<file path="src/logic/core_pkg.sv">
`default_nettype none

package core_pkg;

    localparam int XLEN = 32;

    typedef logic [XLEN-1:0] word_t;
    typedef logic [XLEN-1:0] pc_t;
    typedef logic [31:0]     instr_t;
    typedef logic [4:0]      reg_idx_t;

    localparam pc_t RESET_PC = 32'h8000_0000;

    // major opcodes
    localparam logic [6:0] OPC_OP     = 7'b0110011;
    localparam logic [6:0] OPC_OP_IMM = 7'b0010011;
    localparam logic [6:0] OPC_LUI    = 7'b0110111;
    localparam logic [6:0] OPC_AUIPC  = 7'b0010111;
    localparam logic [6:0] OPC_JAL    = 7'b1101111;
    localparam logic [6:0] OPC_JALR   = 7'b1100111;
    localparam logic [6:0] OPC_BRANCH = 7'b1100011;

    // funct3 of OP / OP_IMM
    localparam logic [2:0] F3_ADD_SUB = 3'b000;
    localparam logic [2:0] F3_SLL     = 3'b001;
    localparam logic [2:0] F3_SLT     = 3'b010;
    localparam logic [2:0] F3_SLTU    = 3'b011;
    localparam logic [2:0] F3_XOR     = 3'b100;
    localparam logic [2:0] F3_SR      = 3'b101; // srl / sra
    localparam logic [2:0] F3_OR      = 3'b110;
    localparam logic [2:0] F3_AND     = 3'b111;

    // funct3 of BRANCH
    localparam logic [2:0] BR_EQ  = 3'b000;
    localparam logic [2:0] BR_NE  = 3'b001;
    localparam logic [2:0] BR_LT  = 3'b100;
    localparam logic [2:0] BR_GE  = 3'b101;
    localparam logic [2:0] BR_LTU = 3'b110;
    localparam logic [2:0] BR_GEU = 3'b111;

    typedef enum logic [3:0] {
        ALU_ADD, ALU_SUB, ALU_SLL, ALU_SLT, ALU_SLTU,
        ALU_XOR, ALU_SRL, ALU_SRA, ALU_OR, ALU_AND
    } alu_op_t;

    typedef enum logic [2:0] {
        IMM_I, IMM_S, IMM_B, IMM_U, IMM_J, IMM_NONE
    } imm_fmt_t;

    typedef enum logic [1:0] {SRC_A_RS1, SRC_A_PC, SRC_A_ZERO} src_a_t;
    typedef enum logic       {SRC_B_RS2, SRC_B_IMM} src_b_t;
    typedef enum logic       {WB_ALU, WB_PC4} wb_sel_t;
    typedef enum logic [1:0] {PC_SEQ, PC_BRANCH, PC_JAL, PC_JALR} next_pc_t;

endpackage

`default_nettype wire

</file>
<file path="src/logic/ctrl_if.sv">
`default_nettype none

interface ctrl_if;
    import core_pkg::*;

    alu_op_t    alu_op;
    src_a_t     src_a;
    src_b_t     src_b;
    imm_fmt_t   imm_fmt;
    wb_sel_t    wb_sel;
    logic       reg_we;   // already low for rd == x0
    next_pc_t   pc_mode;
    logic [2:0] br_cond;  // branch funct3

    modport ctrl (
        output alu_op, src_a, src_b, imm_fmt, wb_sel, reg_we, pc_mode, br_cond
    );

    modport dp (
        input alu_op, src_a, src_b, imm_fmt, wb_sel, reg_we, pc_mode, br_cond
    );

endinterface

`default_nettype wire

</file>
<file path="src/logic/alu.sv">
`default_nettype none

module alu (
    ctrl_if.dp              dp,
    input  core_pkg::word_t rs1_val,
    input  core_pkg::word_t rs2_val,
    input  core_pkg::word_t imm,
    input  core_pkg::pc_t   pc,
    output core_pkg::word_t result,
    output logic            taken
);
    import core_pkg::*;

    word_t      op_a;
    word_t      op_b;
    logic [4:0] shamt;

    always_comb begin
        unique case (dp.src_a)
            SRC_A_PC:   op_a = pc;
            SRC_A_ZERO: op_a = '0;
            default:    op_a = rs1_val;
        endcase
    end

    assign op_b  = (dp.src_b == SRC_B_IMM) ? imm : rs2_val;
    assign shamt = op_b[4:0];

    always_comb begin
        unique case (dp.alu_op)
            ALU_SUB:  result = op_a - op_b;
            ALU_SLL:  result = op_a << shamt;
            ALU_SLT:  result = {{(XLEN-1){1'b0}}, $signed(op_a) < $signed(op_b)};
            ALU_SLTU: result = {{(XLEN-1){1'b0}}, op_a < op_b};
            ALU_XOR:  result = op_a ^ op_b;
            ALU_SRL:  result = op_a >> shamt;
            ALU_SRA:  result = $signed(op_a) >>> shamt;
            ALU_OR:   result = op_a | op_b;
            ALU_AND:  result = op_a & op_b;
            default:  result = op_a + op_b;
        endcase
    end

    // compare always on the register values
    always_comb begin
        unique case (dp.br_cond)
            BR_EQ:   taken = (rs1_val == rs2_val);
            BR_NE:   taken = (rs1_val != rs2_val);
            BR_LT:   taken = ($signed(rs1_val) < $signed(rs2_val));
            BR_GE:   taken = ($signed(rs1_val) >= $signed(rs2_val));
            BR_LTU:  taken = (rs1_val < rs2_val);
            BR_GEU:  taken = (rs1_val >= rs2_val);
            default: taken = 1'b0;
        endcase
    end

endmodule

`default_nettype wire

</file>
<file path="src/logic/decode_control.sv">
`default_nettype none

module decode_control (
    input  core_pkg::instr_t   instr,
    ctrl_if.ctrl               ctrl,
    output core_pkg::reg_idx_t rs1,
    output core_pkg::reg_idx_t rs2,
    output core_pkg::reg_idx_t rd
);
    import core_pkg::*;

    logic [6:0] opcode;
    logic [2:0] funct3;
    logic [6:0] funct7;
    logic       write_rd;  // opcode writes rd, before the x0 check
    alu_op_t    arith_op;

    assign opcode = instr[6:0];
    assign funct3 = instr[14:12];
    assign funct7 = instr[31:25];
    assign rd     = instr[11:7];
    assign rs1    = instr[19:15];
    assign rs2    = instr[24:20];

    // funct3 -> alu op for OP and OP_IMM
    always_comb begin
        unique case (funct3)
            F3_ADD_SUB: arith_op = (opcode == OPC_OP && funct7[5]) ? ALU_SUB : ALU_ADD;
            F3_SLL:     arith_op = ALU_SLL;
            F3_SLT:     arith_op = ALU_SLT;
            F3_SLTU:    arith_op = ALU_SLTU;
            F3_XOR:     arith_op = ALU_XOR;
            F3_SR:      arith_op = funct7[5] ? ALU_SRA : ALU_SRL;
            F3_OR:      arith_op = ALU_OR;
            default:    arith_op = ALU_AND;
        endcase
    end

    always_comb begin
        ctrl.alu_op  = ALU_ADD;
        ctrl.src_a   = SRC_A_RS1;
        ctrl.src_b   = SRC_B_IMM;
        ctrl.imm_fmt = IMM_NONE;
        ctrl.wb_sel  = WB_ALU;
        ctrl.pc_mode = PC_SEQ;
        ctrl.br_cond = funct3;
        write_rd     = 1'b0;

        unique case (opcode)
            OPC_OP: begin
                ctrl.alu_op = arith_op;
                ctrl.src_b  = SRC_B_RS2;
                write_rd    = 1'b1;
            end
            OPC_OP_IMM: begin
                ctrl.alu_op  = arith_op;
                ctrl.imm_fmt = IMM_I;
                write_rd     = 1'b1;
            end
            OPC_LUI: begin
                ctrl.src_a   = SRC_A_ZERO;
                ctrl.imm_fmt = IMM_U;
                write_rd     = 1'b1;
            end
            OPC_AUIPC: begin
                ctrl.src_a   = SRC_A_PC;
                ctrl.imm_fmt = IMM_U;
                write_rd     = 1'b1;
            end
            OPC_JAL: begin
                ctrl.src_a   = SRC_A_PC;  // alu forms pc + imm
                ctrl.imm_fmt = IMM_J;
                ctrl.wb_sel  = WB_PC4;
                ctrl.pc_mode = PC_JAL;
                write_rd     = 1'b1;
            end
            OPC_JALR: begin
                ctrl.imm_fmt = IMM_I;
                ctrl.wb_sel  = WB_PC4;
                ctrl.pc_mode = PC_JALR;
                write_rd     = 1'b1;
            end
            OPC_BRANCH: begin
                ctrl.imm_fmt = IMM_B;
                ctrl.pc_mode = PC_BRANCH;
            end
            default: ; // anything else retires as a nop
        endcase
    end

    assign ctrl.reg_we = write_rd && (rd != '0);

endmodule

`default_nettype wire

</file>
<file path="src/logic/imm_gen.sv">
`default_nettype none

module imm_gen (
    input  core_pkg::instr_t instr,
    ctrl_if.dp               dp,
    output core_pkg::word_t  imm
);
    import core_pkg::*;

    always_comb begin
        unique case (dp.imm_fmt)
            IMM_I: imm = {{20{instr[31]}}, instr[31:20]};
            IMM_S: imm = {{20{instr[31]}}, instr[31:25], instr[11:7]};
            IMM_B: imm = {{20{instr[31]}}, instr[7], instr[30:25], instr[11:8], 1'b0};
            IMM_U: imm = {instr[31:12], 12'b0};
            IMM_J: begin
                imm = {{12{instr[31]}}, instr[19:12], instr[20], instr[30:21], 1'b0};
            end
            default: imm = '0;
        endcase
    end

endmodule

`default_nettype wire

</file>
<file path="src/logic/pc_unit.sv">
`default_nettype none

module pc_unit (
    input  logic            clk,
    input  logic            reset,
    ctrl_if.dp              dp,
    input  core_pkg::word_t alu_result,
    input  core_pkg::word_t imm,
    input  logic            taken,
    output core_pkg::pc_t   pc,
    output core_pkg::pc_t   pc_plus4
);
    import core_pkg::*;

    pc_t next_pc;
    pc_t branch_target;

    assign pc_plus4      = pc + 32'd4;
    assign branch_target = pc + imm;

    always_comb begin
        unique case (dp.pc_mode)
            PC_BRANCH: next_pc = taken ? branch_target : pc_plus4;
            PC_JAL:    next_pc = alu_result;             // pc + imm
            PC_JALR:   next_pc = {alu_result[XLEN-1:1], 1'b0};
            default:   next_pc = pc_plus4;
        endcase
    end

    always_ff @(posedge clk) begin
        if (reset) begin
            pc <= RESET_PC;
        end else begin
            pc <= next_pc;
        end
    end

endmodule

`default_nettype wire

</file>
<file path="src/logic/reg_file.sv">
`default_nettype none

module reg_file (
    input  logic               clk,
    input  logic               reset,
    input  core_pkg::reg_idx_t raddr1,
    input  core_pkg::reg_idx_t raddr2,
    output core_pkg::word_t    rdata1,
    output core_pkg::word_t    rdata2,
    input  logic               we,
    input  core_pkg::reg_idx_t waddr,
    input  core_pkg::word_t    wdata
);
    import core_pkg::*;

    word_t regs [32];

    always_ff @(posedge clk) begin
        if (we && !reset) begin
            regs[waddr] <= wdata;
        end
    end

    // x0 reads as zero whatever is stored
    assign rdata1 = (raddr1 == '0) ? '0 : regs[raddr1];
    assign rdata2 = (raddr2 == '0) ? '0 : regs[raddr2];

endmodule

`default_nettype wire

</file>
<file path="src/logic/rv_core_top.sv">
`default_nettype none

module rv_core_top (
    input  logic               clk,
    input  logic               reset,
    input  core_pkg::instr_t   imem_data,
    output core_pkg::pc_t      imem_addr,
    output logic               retire_we,
    output core_pkg::reg_idx_t retire_rd,
    output core_pkg::word_t    retire_data
);
    import core_pkg::*;

    ctrl_if ctrl_bus ();

    reg_idx_t rs1;
    reg_idx_t rs2;
    reg_idx_t rd;
    word_t    rs1_val;
    word_t    rs2_val;
    word_t    imm;
    word_t    alu_result;
    word_t    wb_data;
    pc_t      pc;
    pc_t      pc_plus4;
    logic     taken;
    logic     rf_we;

    decode_control u_decode (
        .instr (imem_data),
        .ctrl  (ctrl_bus.ctrl),
        .rs1   (rs1),
        .rs2   (rs2),
        .rd    (rd)
    );

    imm_gen u_imm (
        .instr (imem_data),
        .dp    (ctrl_bus.dp),
        .imm   (imm)
    );

    assign rf_we   = ctrl_bus.reg_we;
    assign wb_data = (ctrl_bus.wb_sel == WB_PC4) ? pc_plus4 : alu_result; // link for jumps

    reg_file u_rf (
        .clk    (clk),
        .reset  (reset),
        .raddr1 (rs1),
        .raddr2 (rs2),
        .rdata1 (rs1_val),
        .rdata2 (rs2_val),
        .we     (rf_we),
        .waddr  (rd),
        .wdata  (wb_data)
    );

    alu u_alu (
        .dp      (ctrl_bus.dp),
        .rs1_val (rs1_val),
        .rs2_val (rs2_val),
        .imm     (imm),
        .pc      (pc),
        .result  (alu_result),
        .taken   (taken)
    );

    pc_unit u_pc (
        .clk        (clk),
        .reset      (reset),
        .dp         (ctrl_bus.dp),
        .alu_result (alu_result),
        .imm        (imm),
        .taken      (taken),
        .pc         (pc),
        .pc_plus4   (pc_plus4)
    );

    assign imem_addr   = pc;
    assign retire_we   = rf_we && !reset; // matches the write the reg file does
    assign retire_rd   = rd;
    assign retire_data = wb_data;

endmodule

`default_nettype wire

</file>
<file path="config.mk">
export PLATFORM = sky130hd
export DESIGN_NAME = rv_core_top
export DESIGN_NICKNAME = d
export VERILOG_FILES = /design/src/logic/core_pkg.sv /design/src/logic/ctrl_if.sv /design/src/logic/alu.sv /design/src/logic/decode_control.sv /design/src/logic/imm_gen.sv /design/src/logic/pc_unit.sv /design/src/logic/reg_file.sv /design/src/logic/rv_core_top.sv
export SDC_FILE = /design/constraint.sdc
export NUM_CORES = 2
export LEC_CHECK = 0
export BUFFER_PORTS_ARGS = -buffer_cell sky130_fd_sc_hd__buf_2
export CAP_MARGIN = 20
export CORE_AREA = 4 4 332 334
export DETAILED_ROUTE_END_ITERATION = 7
export DIE_AREA = 0 0 336 338
export PLACE_DENSITY = 0.78
export SLEW_MARGIN = 20
export SYNTH_ARGS = -nofsm -noshare
export SYNTH_HDL_FRONTEND = slang
export SYNTH_SLANG_ARGS = --single-unit
</file>
<file path="constraint.sdc">
create_clock -name clk -period 12.4 [get_ports clk]
set_clock_uncertainty 0.15 [all_clocks]
set_input_delay 1.24 -clock clk [delete_from_list [all_inputs] [get_ports clk]]
set_output_delay 1.24 -clock clk [all_outputs]
set_load 0.005 [all_outputs]
</file>
==> metrics <==
run status=complete, no violations; Crit path buffers/inverters=6; peak ir drop on the vdd network=0.132 mV; share of the cycle needed by the critical path after routing=94.0%; endpoint required time on the critical path=11.01 ns; total vias in the final route=48055; worst-path cell with the longest stage delay=sky130_fd_sc_hd__nor4_1; starting density of the core=58.9%; Avg Synthesized Cell Area=13.0 um^2; instance area at placement=0.0654 mm^2; Worst Max-Slew Pin Slew=1.28 ns; Synthesis Warnings=0; pwr/cell area=129 mW/mm^2; endpoint class of the critical path=output port; FF+latch count, synth=1056; aggregate global-route resource usage=39.2%; first-pass GRT wire length=322 mm; highest-utilization routing layer at the global route stage=met2; number of nets still failing antenna checks after routing=0; top cell family by delay on the critical path=buffers and inverters; top cell type by total area after synthesis=sky130_fd_sc_hd__edfxtp_1; slew margin rel.=12.6%; Final setup violation count=0; post-synthesis instance area=0.0629 mm^2; worst hold-check slack=0.668 ns; clock transition at the registers of the reported paths=0.07 ns; Final nets=5091; critical path type=in -> out; Worst Setup Start Kind=input pin; layout cell share with drive strength beyond 1=17.8%; grt total ovfl=0; placement row count=120; number of input and output port buffers inserted=103; distinct cell type count of the synthesized netlist=99; TritonCTS buffer count=104; Synth top area share=48.9%; total negative setup slack=0 ns; largest driver fanout on the critical path=96; number of synthesized flops with an enable pin=1024; antenna violations before repair=5; Sink Count=1056; number of detailed-routing iterations run before antenna repair=6; met2 Resource Use GR=58.5%; last weighted congestion value of the routability-driven placer=1.05; clock latency reported for the late side of the worst-skew pair=0.72 ns; horizontal die dimension=336 um; CTS max path bufs=3; delay of the slowest cell on the worst path=1.07 ns; ys async rst share=0%; Mapped Cells=4853; pin count of the biggest net entering global routing=118; Final Hold Violating Endpoints=0; half-perimeter wire length of the detailed placement result=145 mm; leakage power figure=25.1 nW; number of buffers inserted by hold repair at cts=0; PostCTS Resize Cnt=0; first-iteration detailed-routing DRC count=7805; via/cell ratio=7.53; floorplan die height=338 um; top area cells in the synthesized netlist=sky130_fd_sc_hd__edfxtp_1 49%, sky130_fd_sc_hd__mux4_2 11%, sky130_fd_sc_hd__mux2i_1 11%, sky130_fd_sc_hd__a22oi_1 3.5%, sky130_fd_sc_hd__ha_1 3.2%; postcts setup bufs=0; Pwr Total=8.88 mW; Layout fillers=7815; minimum period implied by the final worst setup slack=11.66 ns; Tightest Hold Check Type=reg -> reg; Die Outline Area=0.114 mm^2; Post-synth top flop=sky130_fd_sc_hd__edfxtp_1; vias in the first global route=45991; worst-path cell chain=buf_8, buf_12, buf_4, mux2i_1, a22oi_1, a21oi_1, nor4_1, buf_4, a22o_1, ha_1, inv_1, a21oi_1, o21a_1, o21ai_0, and4_1, o311ai_0, nand2_1, a2111oi_0, o2111ai_1, nand3b_1, mux2_2, buf_2; Routed wire per std cell=35.5 um; met3 Use GR=10.5%; design area=0.0688 mm^2; H-tree depth reported by CTS=3; Arrival @ worst endpoint=10.27 ns; most frequent cells in the layout=1024 x sky130_fd_sc_hd__edfxtp_1, 654 x sky130_fd_sc_hd__mux2i_1, 317 x sky130_fd_sc_hd__a21oi_1; TritonCTS clock tree=done; maximum operating frequency=85.8 MHz; unrepaired setup endpoints after global routing=no; Max Cap Viol=0; layout-stage area growth over the synthesis result=9.35%; count of pins over their slew limit=0; number of top-level design ports=104; sequential fraction of the synthesis area=49.9%; area of the placeable core=0.107 mm^2; most common cell after layout, fill and taps aside=sky130_fd_sc_hd__edfxtp_1; WL final=227 mm; global-route met1 utilization=52.5%; Root Buffer=sky130_fd_sc_hd__clkbuf_16; drt drc=0
-- cells by family after synthesis --
group | after synthesis | synth area share (%)
DFF | 1056 | 49.9
and+or+nand+nor | 786 | 6.09
other | 1 | 0.00596
muxes | 1011 | 22.4
buffers and inverters | 521 | 3.93
adders and majority gates | 165 | 3.32
AOI/OAI and AO/OA | 1239 | 13.4
xor gates and xnor gates | 74 | 1.03
-- per-layer routing --
layer / up-vias / wire [um]
met3: 842 / 31400
met2: 3951 / 98300
met4: 2 / 15900
met1: 23777 / 80900
met5: - / 13
li1: 19483 / -
-- metrics by stage --
stage,util (%),setup slack (ns),cells
6_report,64.4,0.742,6382
5_1_grt,64.4,0.569,6378
4_1_cts,64.3,1.21,6375
3_5_place_dp,61.2,1.25,6186
3_3_place_gp,61.2,1.46,6185
2_1_floorplan,-,2.62,4884
-- Yosys cell counts (17+ instances only) --
master                     instances
sky130_fd_sc_hd__and2_1           22
sky130_fd_sc_hd__xor2_1           26
sky130_fd_sc_hd__edfxtp_1       1024
sky130_fd_sc_hd__o21a_1           24
sky130_fd_sc_hd__mux2_2           33
sky130_fd_sc_hd__buf_1            55
sky130_fd_sc_hd__nor4_1           38
sky130_fd_sc_hd__a22o_1           19
sky130_fd_sc_hd__o211ai_1         36
sky130_fd_sc_hd__o22ai_1          31
sky130_fd_sc_hd__inv_1           148
sky130_fd_sc_hd__nor2b_1          50
sky130_fd_sc_hd__buf_6            28
sky130_fd_sc_hd__buf_4            47
sky130_fd_sc_hd__ha_1            162
sky130_fd_sc_hd__clkbuf_1        174
sky130_fd_sc_hd__o21bai_1         24
sky130_fd_sc_hd__dfxtp_1          32
sky130_fd_sc_hd__buf_2            57
sky130_fd_sc_hd__a22oi_1         294
sky130_fd_sc_hd__mux4_2          312
sky130_fd_sc_hd__mux2i_1         663
sky130_fd_sc_hd__a21boi_0         18
sky130_fd_sc_hd__nor3_1           59
sky130_fd_sc_hd__a21o_1           73
sky130_fd_sc_hd__or3_1            17
sky130_fd_sc_hd__a221oi_1         34
sky130_fd_sc_hd__nor2_1          216
sky130_fd_sc_hd__a31oi_1          35
sky130_fd_sc_hd__and3_1           26
sky130_fd_sc_hd__nand3_1          74
sky130_fd_sc_hd__o21ai_0         128
sky130_fd_sc_hd__a211oi_1         44
sky130_fd_sc_hd__nand2_1         204
sky130_fd_sc_hd__a21oi_1         320
sky130_fd_sc_hd__xnor2_1          48
-- area by class of cell --
type                            instances  area, um^2  area share (%)
Multi-Input combinational cell       3307       29800            43.3
Sequential cell                      1056       31400            45.6
Antenna cell                            4        10.0          0.0145
Clock buffer                          130        2720            3.95
Timing Repair Buffer                  267        1990            2.89
Inverter                              156         591           0.858
Clock inverter                         59         592           0.860
Tap cell                             1403        1760            2.55
-- report_power, final --
group | internal (mW) | switching, mW
Clock | 1.73 | 1.38
Combinational | 0.537 | 1.10
Sequential | 4.11 | 0.0202
-- worst paths after layout --
kind / start / cells past startpoint / end / slack, ns
worst max-delay path: imem_data[16] / 22 / retire_data[0] / 0.74
worst min-delay path: u_pc.pc[28]$_SDFF_PP0_ / 3 / u_pc.pc[28]$_SDFF_PP0_ / 0.67
worst max register to register: u_rf.regs[9][0]$_DFFE_PP_ / 22 / u_rf.regs[5][28]$_DFFE_PP_ / 4.96
worst min register to register: u_pc.pc[28]$_SDFF_PP0_ / 3 / u_pc.pc[28]$_SDFF_PP0_ / 0.67
-- tightest hold or removal path, stage by stage, from the launching register on --
cell and delay [ns]:
sky130_fd_sc_hd__dfxtp_1 0.42, sky130_fd_sc_hd__xnor2_1 0.19, sky130_fd_sc_hd__nand3_1 0.08, sky130_fd_sc_hd__a31oi_1 0.07
-- registers in the layout (all words and copies together) (netlist names) --
name       count
u_pc.pc       32
u_rf.regs   1024
No activity file was read; power rests on OpenSTA's default activity.
